===== config.mk =====
export PLATFORM = sky130hd
export DESIGN_NAME = switch_top
export DESIGN_NICKNAME = d
export VERILOG_FILES = /design/src/rtl/switch_pkg.sv /design/src/rtl/switch_regs.sv /design/src/rtl/master_switch.sv /design/src/rtl/stream_mux.sv /design/src/rtl/switch_top.sv
export SDC_FILE = /design/constraint.sdc
export NUM_CORES = 1
export LEC_CHECK = 0
export ABC_AREA = 0
export BUFFER_PORTS_ARGS = -buffer_cell sky130_fd_sc_hd__buf_4
export CORE_MARGIN = 2
export CORE_UTILIZATION = 40
export DETAILED_ROUTE_END_ITERATION = 10
export PLACE_DENSITY = 0.72
export REMOVE_ABC_BUFFERS = 1
export SLEW_MARGIN = 20
export SYNTH_ARGS = -nofsm -noshare
export SYNTH_HDL_FRONTEND = slang
export SYNTH_SLANG_ARGS = --single-unit

===== constraint.sdc =====
create_clock -name clock -period 3.65 [get_ports clock]
set_input_delay 0.5475 -clock clock [delete_from_list [all_inputs] [get_ports clock]]
set_output_delay 0.5475 -clock clock [all_outputs]
set_load 0.02 [all_outputs]

===== src/rtl/switch_pkg.sv =====
`default_nettype none

package switch_pkg;

	localparam int NUM_STREAMS = 8; // External sample streams.

	localparam int AXIL_ADDR_W = 4;  // Byte address into the register block.
	localparam int AXIL_DATA_W = 32; // Register word width.

	typedef logic [3:0]                     sel_t;        // 0..7 stream, 8 local.
	typedef logic [9:0]                     dwell_t;      // Dwell cap and timer.
	typedef logic [NUM_STREAMS-1:0]         mask_t;       // One bit per stream.
	typedef logic [15:0]                    sample_t;     // Sample word.
	typedef logic [$clog2(NUM_STREAMS)-1:0] stream_idx_t; // Stream pointer.

	localparam sel_t SEL_LOCAL = 4'd8; // Local source code.

	localparam logic [AXIL_ADDR_W-1:0] REG_DWELL  = 4'h0; // Dwell cap, RW.
	localparam logic [AXIL_ADDR_W-1:0] REG_OPEN   = 4'h4; // Open mask, RW.
	localparam logic [AXIL_ADDR_W-1:0] REG_STATUS = 4'h8; // Status, RO.

	localparam dwell_t DWELL_RESET = 10'd799; // About 800 cycles per stream.
	localparam mask_t  OPEN_RESET  = '1;      // All streams open.

	localparam logic [1:0] RESP_OKAY   = 2'b00; // Normal access.
	localparam logic [1:0] RESP_SLVERR = 2'b10; // Unmapped address.

	// Scheduler scan state.
	typedef enum logic
	{
		SCAN_OFF, // Link down, local source.
		SCAN_ON   // Link up, rotating.
	} scan_state_t;

endpackage

`default_nettype wire


===== src/rtl/switch_regs.sv =====
`default_nettype none

module switch_regs (
	input  logic                                clock,
	input  logic                                rst_n,
	// Write address channel.
	input  logic [switch_pkg::AXIL_ADDR_W-1:0]  awaddr,
	input  logic                                awvalid,
	output logic                                awready,
	// Write data channel.
	input  logic [switch_pkg::AXIL_DATA_W-1:0]  wdata,
	input  logic [switch_pkg::AXIL_DATA_W/8-1:0] wstrb,
	input  logic                                wvalid,
	output logic                                wready,
	// Write response channel.
	output logic [1:0]                          bresp,
	output logic                                bvalid,
	input  logic                                bready,
	// Read address channel.
	input  logic [switch_pkg::AXIL_ADDR_W-1:0]  araddr,
	input  logic                                arvalid,
	output logic                                arready,
	// Read data channel.
	output logic [switch_pkg::AXIL_DATA_W-1:0]  rdata,
	output logic [1:0]                          rresp,
	output logic                                rvalid,
	input  logic                                rready,
	// Status inputs.
	input  switch_pkg::sel_t                    sel,
	input  logic                                bt_state,
	// Configuration to the scheduler.
	output switch_pkg::dwell_t                  dwell_cap,
	output switch_pkg::mask_t                   open_mask
);

	logic                               wr_accept;     // Write handshake this cycle.
	logic                               rd_accept;     // Read handshake this cycle.
	logic                               wr_hit_dwell;  // Write targets DWELL.
	logic                               wr_hit_open;   // Write targets OPEN.
	logic                               wr_hit_status; // Write targets STATUS.
	logic                               wr_mapped;     // Any known write address.
	logic [switch_pkg::AXIL_DATA_W-1:0] status_word;   // Live status value.
	logic [switch_pkg::AXIL_DATA_W-1:0] rd_word;       // Read mux output.
	logic                               rd_err;        // Unknown read address.

	// Address and data are taken together, only with no response in flight.
	assign wr_accept = awvalid && wvalid && !bvalid;
	assign awready   = wr_accept; // Both ready in the accept cycle.
	assign wready    = wr_accept;

	assign rd_accept = arvalid && !rvalid; // One read outstanding.
	assign arready   = rd_accept;

	assign wr_hit_dwell  = (awaddr == switch_pkg::REG_DWELL);
	assign wr_hit_open   = (awaddr == switch_pkg::REG_OPEN);
	assign wr_hit_status = (awaddr == switch_pkg::REG_STATUS); // Accepted, no effect.
	assign wr_mapped     = wr_hit_dwell || wr_hit_open || wr_hit_status;

	// Bits 3:0 selection, bit 4 link state.
	assign status_word = {{(switch_pkg::AXIL_DATA_W-5){1'b0}}, bt_state, sel};

	// Configuration registers with byte strobes.
	always_ff @(posedge clock)
	begin
		if (!rst_n)
		begin
			dwell_cap <= switch_pkg::DWELL_RESET;
			open_mask <= switch_pkg::OPEN_RESET;
		end
		else if (wr_accept)
		begin
			if (wr_hit_dwell)
			begin
				if (wstrb[0])
				begin
					dwell_cap[7:0] <= wdata[7:0]; // Low byte.
				end
				if (wstrb[1])
				begin
					dwell_cap[9:8] <= wdata[9:8]; // Top two bits.
				end
			end
			if (wr_hit_open && wstrb[0])
			begin
				open_mask <= wdata[7:0]; // Mask fits in byte 0.
			end
		end
	end

	// Write response valid.
	always_ff @(posedge clock)
	begin
		if (!rst_n)
		begin
			bvalid <= 1'b0;
		end
		else if (wr_accept)
		begin
			bvalid <= 1'b1; // Rises the cycle after accept.
		end
		else if (bready)
		begin
			bvalid <= 1'b0; // Held until taken.
		end
	end

	// Write response code.
	always_ff @(posedge clock)
	begin
		if (wr_accept)
		begin
			bresp <= wr_mapped ? switch_pkg::RESP_OKAY : switch_pkg::RESP_SLVERR;
		end
	end

	// Read decode.
	always_comb
	begin
		rd_word = '0;
		rd_err  = 1'b0;
		case (araddr)
			switch_pkg::REG_DWELL:
			begin
				rd_word[$bits(switch_pkg::dwell_t)-1:0] = dwell_cap;
			end
			switch_pkg::REG_OPEN:
			begin
				rd_word[$bits(switch_pkg::mask_t)-1:0] = open_mask;
			end
			switch_pkg::REG_STATUS:
			begin
				rd_word = status_word;
			end
			default:
			begin
				rd_err = 1'b1; // Reads as zero.
			end
		endcase
	end

	// Read response valid.
	always_ff @(posedge clock)
	begin
		if (!rst_n)
		begin
			rvalid <= 1'b0;
		end
		else if (rd_accept)
		begin
			rvalid <= 1'b1;
		end
		else if (rready)
		begin
			rvalid <= 1'b0;
		end
	end

	// Read data and code, captured at accept.
	always_ff @(posedge clock)
	begin
		if (rd_accept)
		begin
			rdata <= rd_word;
			rresp <= rd_err ? switch_pkg::RESP_SLVERR : switch_pkg::RESP_OKAY;
		end
	end

endmodule

`default_nettype wire


===== src/rtl/master_switch.sv =====
`default_nettype none

module master_switch (
	input  logic               clock,
	input  logic               rst_n,
	input  logic               bt_state,  // Link up.
	input  switch_pkg::dwell_t dwell_cap, // Last timer value of a dwell.
	input  switch_pkg::mask_t  open_mask, // Streams allowed in the rotation.
	output switch_pkg::sel_t   sel        // Registered selection code.
);

	localparam switch_pkg::stream_idx_t PTR_LAST =
		switch_pkg::stream_idx_t'(switch_pkg::NUM_STREAMS - 1); // Scan starts after it.

	switch_pkg::scan_state_t state;     // Scan state.
	switch_pkg::dwell_t      timer;     // Dwell timer.
	switch_pkg::stream_idx_t ptr;       // Last stream granted.
	switch_pkg::dwell_t      timer_cur; // Timer seen this cycle.
	switch_pkg::stream_idx_t ptr_cur;   // Pointer seen this cycle.
	logic                    expire;    // Dwell period ends this cycle.
	logic                    nxt_found; // Some stream is open.
	switch_pkg::stream_idx_t nxt_idx;   // First open stream after ptr_cur.

	// A fresh scan always begins from a clear timer and the top pointer.
	always_comb
	begin
		if (state == switch_pkg::SCAN_OFF)
		begin
			timer_cur = '0;
			ptr_cur   = PTR_LAST;
		end
		else
		begin
			timer_cur = timer;
			ptr_cur   = ptr;
		end
	end

	// Equality only. A cap lowered under the timer waits for the wrap.
	assign expire = (timer_cur == dwell_cap);

	// Circular search from ptr_cur plus one.
	always_comb
	begin
		switch_pkg::stream_idx_t cand; // Candidate index.
		nxt_found = 1'b0;
		nxt_idx   = ptr_cur;
		cand      = ptr_cur;
		for (int i = 1; i <= switch_pkg::NUM_STREAMS; i++)
		begin
			cand = ptr_cur + switch_pkg::stream_idx_t'(i); // Wraps modulo 8.
			if (!nxt_found && open_mask[cand])
			begin
				nxt_found = 1'b1; // First hit wins.
				nxt_idx   = cand;
			end
		end
	end

	// Scan state, timer, pointer and selection.
	always_ff @(posedge clock)
	begin
		if (!rst_n)
		begin
			state <= switch_pkg::SCAN_OFF;
			timer <= '0;
			ptr   <= PTR_LAST;
			sel   <= switch_pkg::SEL_LOCAL;
		end
		else if (!bt_state)
		begin
			state <= switch_pkg::SCAN_OFF; // Link down.
			timer <= '0;                   // Held at zero.
			ptr   <= PTR_LAST;             // Next scan begins at stream 0.
			sel   <= switch_pkg::SEL_LOCAL;
		end
		else
		begin
			state <= switch_pkg::SCAN_ON;
			if (expire)
			begin
				timer <= '0; // New dwell period.
				if (nxt_found)
				begin
					sel <= switch_pkg::sel_t'(nxt_idx);
					ptr <= nxt_idx; // Remember the grant.
				end
				else
				begin
					sel <= switch_pkg::SEL_LOCAL; // Empty mask.
					ptr <= ptr_cur;               // Resume after the last grant.
				end
			end
			else
			begin
				timer <= timer_cur + 1'b1; // Count every linked cycle.
				ptr   <= ptr_cur;
			end
		end
	end

endmodule

`default_nettype wire


===== src/rtl/stream_mux.sv =====
`default_nettype none

module stream_mux (
	input  logic                                              clock,
	input  logic                                              rst_n,
	input  switch_pkg::sel_t                                  sel,          // Source code.
	input  switch_pkg::sample_t [switch_pkg::NUM_STREAMS-1:0] stream_data,  // Packed samples.
	input  switch_pkg::mask_t                                 stream_valid, // Per stream.
	input  switch_pkg::sample_t                               local_data,   // Local sample.
	input  logic                                              local_valid,
	output switch_pkg::sample_t                               out_data,     // One cycle late.
	output logic                                              out_valid
);

	switch_pkg::stream_idx_t idx;        // Stream part of sel.
	switch_pkg::sample_t     pick_data;  // Selected sample.
	logic                    pick_valid; // Selected valid.

	assign idx = sel[$bits(switch_pkg::stream_idx_t)-1:0];

	// Nine-way select. Codes above 8 give an idle output.
	always_comb
	begin
		if (sel == switch_pkg::SEL_LOCAL)
		begin
			pick_data  = local_data;
			pick_valid = local_valid;
		end
		else if (sel < switch_pkg::NUM_STREAMS)
		begin
			pick_data  = stream_data[idx];
			pick_valid = stream_valid[idx];
		end
		else
		begin
			pick_data  = '0;
			pick_valid = 1'b0;
		end
	end

	// Output valid.
	always_ff @(posedge clock)
	begin
		if (!rst_n)
		begin
			out_valid <= 1'b0;
		end
		else
		begin
			out_valid <= pick_valid;
		end
	end

	// Sample register.
	always_ff @(posedge clock)
	begin
		out_data <= pick_data;
	end

endmodule

`default_nettype wire


===== src/rtl/switch_top.sv =====
`default_nettype none

module switch_top (
	input  logic                                              clock,
	input  logic                                              rst_n,
	input  logic                                              bt_state,
	// Register bus.
	input  logic [switch_pkg::AXIL_ADDR_W-1:0]                awaddr,
	input  logic                                              awvalid,
	output logic                                              awready,
	input  logic [switch_pkg::AXIL_DATA_W-1:0]                wdata,
	input  logic [switch_pkg::AXIL_DATA_W/8-1:0]              wstrb,
	input  logic                                              wvalid,
	output logic                                              wready,
	output logic [1:0]                                        bresp,
	output logic                                              bvalid,
	input  logic                                              bready,
	input  logic [switch_pkg::AXIL_ADDR_W-1:0]                araddr,
	input  logic                                              arvalid,
	output logic                                              arready,
	output logic [switch_pkg::AXIL_DATA_W-1:0]                rdata,
	output logic [1:0]                                        rresp,
	output logic                                              rvalid,
	input  logic                                              rready,
	// Sample path.
	input  switch_pkg::sample_t [switch_pkg::NUM_STREAMS-1:0] stream_data,
	input  switch_pkg::mask_t                                 stream_valid,
	input  switch_pkg::sample_t                               local_data,
	input  logic                                              local_valid,
	output switch_pkg::sample_t                               out_data,
	output logic                                              out_valid,
	output switch_pkg::sel_t                                  cur_sel // Current source.
);

	switch_pkg::dwell_t dwell_cap; // Register block to scheduler.
	switch_pkg::mask_t  open_mask;

	switch_regs u_regs (
		.clock     (clock),
		.rst_n     (rst_n),
		.awaddr    (awaddr),
		.awvalid   (awvalid),
		.awready   (awready),
		.wdata     (wdata),
		.wstrb     (wstrb),
		.wvalid    (wvalid),
		.wready    (wready),
		.bresp     (bresp),
		.bvalid    (bvalid),
		.bready    (bready),
		.araddr    (araddr),
		.arvalid   (arvalid),
		.arready   (arready),
		.rdata     (rdata),
		.rresp     (rresp),
		.rvalid    (rvalid),
		.rready    (rready),
		.sel       (cur_sel),  // Status readback.
		.bt_state  (bt_state),
		.dwell_cap (dwell_cap),
		.open_mask (open_mask)
	);

	master_switch u_sched (
		.clock     (clock),
		.rst_n     (rst_n),
		.bt_state  (bt_state),
		.dwell_cap (dwell_cap),
		.open_mask (open_mask),
		.sel       (cur_sel)
	);

	stream_mux u_mux (
		.clock        (clock),
		.rst_n        (rst_n),
		.sel          (cur_sel),
		.stream_data  (stream_data),
		.stream_valid (stream_valid),
		.local_data   (local_data),
		.local_valid  (local_valid),
		.out_data     (out_data),
		.out_valid    (out_valid)
	);

endmodule

`default_nettype wire


# Word level (Yosys, flattened, before mapping)

Cells that the tools add are included.
W data, S select, Z words.

Bits in registers: 69
Input port bits: 205
Output and inout port bits: 62
Word-level logic and storage cells: 126

$add $sub $neg: 8
Magnitude comparators: 10
Equality and inequality tests: 6
Mux-type cells: 53
Bitwise gates (word level): 2
Reduce and logical (&&, ||, !) cells: 32

Operators by type and width:

| kind                    | count |
|---|---|
| $bmux W16 S3            | 1 |
| $mux W16                | 3 |
| $lt A3 B4 Y1 const B    | 9 |
| $mux W3                 | 11 |
| $bmux W1 S3             | 9 |
| $mux W1                 | 24 |
| $pmux W8 S3             | 1 |
| $add A3 B3 Y3 const B   | 4 |
| $eq A4 B4 Y1 const B    | 3 |
| $logic_and A1 B1 Y1     | 11 |
| $add A10 B1 Y10 const B | 1 |
| $eq A10 B10 Y1          | 1 |
| $mux W10                | 1 |
| $logic_not A1 Y1        | 9 |
| $eq A4 B3 Y1 const B    | 2 |
| $logic_not A4 Y1        | 2 |
| $add A3 B2 Y3 const B   | 2 |
| $reduce_and A3 Y1       | 2 |
| $reduce_or A3 Y1        | 2 |
| $lt A4 B4 Y1 const B    | 1 |
| $mux W2                 | 2 |
| $mux W4                 | 1 |
| $reduce_and A2 Y1       | 2 |
| $reduce_bool A2 Y1      | 2 |
| other kinds (3)         | 5 |

# Depth between registers and ports, before layout

Depth in word-level cells: 28
Mapped depth: 11
Mapped depth without buffers: 9

# By module

A second synthesis with hierarchy kept.

Cells, all modules: 549
Area total of the unflattened synthesis: 5151.2 µm²

Modules (own cells, without submodules):

| module        | times used | cells each | area each (µm²) | sequential area each (µm²) |
|---|---|---|---|---|
| master_switch | 1          | 234        | 1858.0          | 360.3 |
| switch_regs   | 1          | 159        | 1669.1          | 760.7 |
| stream_mux    | 1          | 156        | 1624.1          | 340.3 |

# Least setup slack after synthesis

OpenSTA, ideal clock, no wires.

Kind: register to register
From: register u_sched.state
To: register u_sched.sel[2]
Setup time: 0.150 ns
Data arrival time: 2.606 ns
Data required time: 3.500 ns
Path slack: 0.894 ns
Stages on the path, launching flop included: 12
Path buffers: 2
Clock period less this slack: 2.756 ns
Path through: dfxtp_1 > buf_2 > nor2b_1 > buf_2 > inv_2 > ha_1 > xnor2_2 > mux4_2 > nor2b_4 > and4b_1 > a31oi_1 > a221oi_2

Cells in the longest elaborated chain, start to end: 27
Elaborated cells between the ends (all ways): 57
Classes of those cells: 7 x add/sub; 1 x eq/ne; 35 x mux; 14 x reduce/logical

Ends and longest elaborated chain:

| item                               | RTL line            | source |
|---|---|---|
| from (decl)                        | master_switch.sv:15 | `switch_pkg::scan_state_t state;` |
| from (signal assigned)             | master_switch.sv:65 | `state <= switch_pkg::SCAN_OFF;` |
| from (signal assigned)             | master_switch.sv:72 | `state <= switch_pkg::SCAN_OFF;` |
| from (signal assigned)             | master_switch.sv:79 | `state <= switch_pkg::SCAN_ON;` |
| $mux W3                            | master_switch.sv:27 | `if (state == switch_pkg::SCAN_OFF)` |
| $add A3 B1 Y3                      | master_switch.sv:51 | `cand = ptr_cur + switch_pkg::stream_idx_t'(i);` |
| $bmux W1 S3                        | master_switch.sv:52 | `if (!nxt_found && open_mask[cand])` |
| $mux W1 (implied by the code)      | master_switch.sv:52 |  |
| $mux W1                            | master_switch.sv:52 |  |
| $logic_not A1 Y1                   | master_switch.sv:52 |  |
| $logic_and A1 B1 Y1                | master_switch.sv:52 |  |
| $mux W1                            | master_switch.sv:52 |  |
| [11 not listed]                    | --                  |  |
| $mux W1                            | master_switch.sv:52 |  |
| $logic_not A1 Y1                   | master_switch.sv:52 |  |
| $logic_and A1 B1 Y1                | master_switch.sv:52 |  |
| $mux W1                            | master_switch.sv:52 |  |
| $logic_not A1 Y1                   | master_switch.sv:52 |  |
| $logic_and A1 B1 Y1                | master_switch.sv:52 |  |
| $mux W3 or $mux W1 (tied branches) | master_switch.sv:52 |  |
| $mux W4                            | master_switch.sv:83 | `if (nxt_found)` |
| to (signal assigned)               | master_switch.sv:68 | `sel <= switch_pkg::SEL_LOCAL;` |
| to (signal assigned)               | master_switch.sv:85 | `sel <= switch_pkg::sel_t'(nxt_idx);` |
| to (signal assigned)               | master_switch.sv:90 | `sel <= switch_pkg::SEL_LOCAL;` |
| to (decl)                          | master_switch.sv:9  | `output switch_pkg::sel_t sel` |

Several ways; a longest one is shown, not always the timed one. The select of a mux whose other input is x is not followed.
A chain may end at the register's enable or synchronous reset.

# Worst setup path after layout

From: register u_sched.ptr[0]
To: register u_sched.sel[2]

Cells in the longest elaborated chain, start to end: 27
Elaborated cells between the ends (all ways): 55
Classes of those cells: 7 x add/sub; 34 x mux; 14 x reduce/logical

Ends and longest elaborated chain:

| item                               | RTL line            | source |
|---|---|---|
| from (decl)                        | master_switch.sv:17 | `switch_pkg::stream_idx_t ptr;` |
| from (signal assigned)             | master_switch.sv:86 | `ptr <= nxt_idx;` |
| from (signal assigned)             | master_switch.sv:91 | `ptr <= ptr_cur;` |
| from (signal assigned)             | master_switch.sv:97 | `ptr <= ptr_cur;` |
| $mux W3 (*)                        | master_switch.sv:27 |  |
| $add A3 B1 Y3                      | master_switch.sv:51 |  |
| $bmux W1 S3                        | master_switch.sv:52 |  |
| $mux W1 (implied by the code)      | master_switch.sv:52 |  |
| $mux W1                            | master_switch.sv:52 |  |
| $logic_not A1 Y1                   | master_switch.sv:52 |  |
| $logic_and A1 B1 Y1                | master_switch.sv:52 |  |
| $mux W1                            | master_switch.sv:52 |  |
| [11 not listed]                    | --                  |  |
| $mux W1                            | master_switch.sv:52 |  |
| $logic_not A1 Y1                   | master_switch.sv:52 |  |
| $logic_and A1 B1 Y1                | master_switch.sv:52 |  |
| $mux W1                            | master_switch.sv:52 |  |
| $logic_not A1 Y1                   | master_switch.sv:52 |  |
| $logic_and A1 B1 Y1                | master_switch.sv:52 |  |
| $mux W3 or $mux W1 (tied branches) | master_switch.sv:52 |  |
| $mux W4 (*)                        | master_switch.sv:83 |  |

Mark *: on every way between the ends. The rest lies on a longest branch, timed or not. The select of a mux whose other input is x is not followed.

==> flow_summary_export.csv <==
group,metric,value,unit
outcome,status,"finished, final reports clean",
clock_network,cts.repair.resized,0,
yosys,synth_cell_types,72,
die,initial_core_util,40.7,%
timing,finalMaxSlewViolations,0,
drt,first_pass_iters,5,
die,ios,267,
placement,io_buffers,218,
clock_network,cts_buffers,9,
die,die_x,117,um
global_routing,antenna_found_initial,0,
power_and_ir_drop,ir_drop,184,uV
clock_network,cts_tree,"built",
placement,place_hpwl,13600,um
timing,finalSetupTns,0,ns
global_routing,grt_pass1_wl,25000,um
timing,fin_crit,3.00,ns
die,die_h,117,um
global_routing,groute.usage.overall,24.1,%
finish,area_growth,38.7,%
global_routing,top_usage_layer,"met2",
worst_setup_path,end_kind,"flip-flop",
clock_network,cts_setup_buffers,0,
worst_setup_path,crit_fanout,16,
global_routing,use_met2,41.8,%
yosys,avgSynthCellArea,9.70,um^2
global_routing,grt_max_degree,37,
placement,place_congestion,0.929,
timing,fmax,334,MHz
yosys,synth_enable_flop_cells,12,
finish,diodes,0,
die,dieArea,13700,um^2
finish,finish.net_count,935,
global_routing,overflow,0,
yosys,synth-seq-cells,67,
worst_setup_path,cp-start-kind,"flip-flop",
run,max_cap_violations,0,
drt,drt_iter0_drc,409,
clock_network,cts.sinks,67,
finish,final_layout_size_suffix_gt1_share,42.8,%
timing,hold_violations,0,
clock_network,cts_root_buf,"clkbuf_16",
drt,routed_via_density,5.51,
finish,multiInputGateArea,3340,um^2
yosys,yosys_warnings,0,
drt,routedWlPerCell,19.1,um
clock_network,clk_pin_slew,0.06,ns
yosys,syn_area,5100,um^2
finish,num-fill-cells,1132,
drt,vias,4984,
clock_network,htreeDepth,3,
timing,maxSlewHeadroom,52.0,%
timing,rsz0062_at_grt,"no",
clock_network,cts_buffer_depth,2,
timing,setup_viol,0,
timing,min_period_over_period,82.1,%
timing,clock-skew-final,0.00718,ns
yosys,yosysSeqAreaShare,28.7,%
clock_network,clock_latency,0.34,ns
yosys,netlist_instances,526,
global_routing,grtUsageMet3,6.08,%
power_and_ir_drop,p_per_area,281,nW/um^2
drt,drtAntennaViolNets,0,
yosys,synth_ff_type,"dfxtp_1",
global_routing,use_met1,28.3,%
worst_setup_path,critPathKind,"reg -> reg",
die,rows,41,
drt,drt-total-wl,17300,um
clock_network,cts_hold_buf,0,
min_path,hold_class,"in -> reg",
worst_setup_path,cp.required,3.90,ns
die,core_area,12500,um^2
power_and_ir_drop,total_leakage_power,3.19,nW
timing,worst_pin_slew,0.719,ns
worst_setup_path,critical_path_arrival,3.24,ns
power_and_ir_drop,power,1.99,mW
drt,drc_errors,0,
yosys,ys_async_sr_fraction,0,%
global_routing,grt_pass1_vias,4806,
finish,regArea,1460,um^2
-- logic make-up (layout without fill, tap and decap cells) --
logic type	Yosys count	count (layout)	synth area share, %
simple gates	192	192	19.1
other cells	1	24	0.0735
flops	67	67	28.7
mux	93	93	29.6
compound gates	86	86	11.5
fa+ha+maj	2	2	0.491
xor+xnor	16	16	2.89
buf+inv	69	253	7.73
-- where the power goes --
group / switching [mW] / internal, mW
Clock: 0.340 / 0.525
Combinational: 0.141 / 0.196
Sequential: 0.0105 / 0.776
Total: 0.492 / 1.50
-- metal layers --
| metal | wire (um) | vias to the layer above |
|---|---|---|
| met5 | 0 | - |
| met4 | 535 | 0 |
| met3 | 1430 | 31 |
| met2 | 8620 | 234 |
| met1 | 6690 | 2392 |
| li1 | - | 2327 |
-- synth_stat cells (4+ instances only) --
cell | count | area share [%]
nor2b_1 | 6 | 0.74
buf_2 | 8 | 0.79
a21boi_0 | 4 | 0.59
dfxtp_1 | 55 | 22
a32oi_1 | 4 | 0.69
nand3_1 | 23 | 2.3
a21oi_1 | 12 | 1.2
a22oi_1 | 5 | 0.74
nand2_1 | 76 | 5.6
xnor2_1 | 5 | 0.86
o22ai_1 | 5 | 0.61
buf_4 | 25 | 3.7
and3_1 | 9 | 1.1
nor2_1 | 28 | 2.1
o21ai_0 | 27 | 2.6
o211ai_1 | 5 | 0.74
and2_1 | 4 | 0.49
edfxtp_1 | 12 | 7.1
mux4_2 | 45 | 20
clkbuf_1 | 20 | 1.5
nor3_1 | 9 | 0.88
xor2_1 | 10 | 1.7
nor3b_1 | 4 | 0.59
buf_1 | 5 | 0.37
nand3b_1 | 6 | 0.88
inv_1 | 6 | 0.44
mux2i_1 | 39 | 7.7
mux2_2 | 5 | 1.1
-- sequential cells by signal, summed over array words and instances (netlist names) --
signal,count
u_regs.dwell_cap,10
u_mux.out_valid,1
u_sched.sel,4
u_mux.out_data,16
u_regs.rvalid,1
u_regs.rresp,1
u_regs.rdata,10
u_regs.open_mask,8
u_sched.ptr,3
u_regs.bresp,1
u_sched.state,1
u_regs.bvalid,1
u_sched.timer,10
-- worst paths after layout --
| kind | from | endpoint | slack (ns) | cells past startpoint |
|---|---|---|---|---|
| min reg2reg | u_regs.bvalid | u_regs.bvalid | 0.50 | 2 |
| max | u_sched.ptr[0] | u_sched.sel[2] | 0.65 | 9 |
| max reg2reg | u_sched.ptr[0] | u_sched.sel[2] | 0.65 | 9 |
| min | local_data[1] | u_mux.out_data[1] | 0.41 | 3 |
-- final cells by class --
cell class,instances,area share [%]
Multi-Input combinational cell,413,47.2
Timing Repair Buffer,228,24.2
Sequential cell,67,20.7
Clock buffer,11,3.73
Tap cell,172,3.04
Inverter,9,0.584
Clock inverter,5,0.566
-- layout by cell type (no fill, tap or decap), types with 6 or more instances in the layout --
master / n
buf_4: 228
nand2_1: 76
dfxtp_1: 53
mux4_2: 45
mux2i_1: 39
nor2_1: 28
o21ai_0: 27
conb_1: 24
nand3_1: 23
a21oi_1: 12
edfxtp_1: 12
xor2_1: 10
clkbuf_16: 10
nor3_1: 9
and3_1: 9
nor2b_1: 6
inv_1: 6
nand3b_1: 6
-- worst max-delay path, cell delays in order, from the launching register on --
cell	delay, ns
dfxtp_1	0.46
nor2b_2	0.31
inv_8	0.12
ha_1	0.25
xnor2_2	0.38
mux4_2	0.62
nor2b_4	0.17
and3_1	0.17
o2bb2ai_1	0.16
a221oi_2	0.26
-- per-stage QoR --
| step | hold slack (ns) | std cells | area (um^2) | utilization, % | setup slack (ns) |
|---|---|---|---|---|---|
| floorplan | 0.477 | 489 | 4830 | - | 0.151 |
| global placement | 0.478 | 889 | 6770 | 54.1 | 0.744 |
| detailed placement | 0.489 | 889 | 6770 | 54.1 | 0.684 |
| CTS | 0.397 | 905 | 7070 | 56.5 | 0.665 |
| global route | 0.412 | 905 | 7070 | 56.5 | 0.460 |
| finish | 0.408 | 905 | 7070 | 56.5 | 0.653 |
Power figures use the tool's default switching activity.
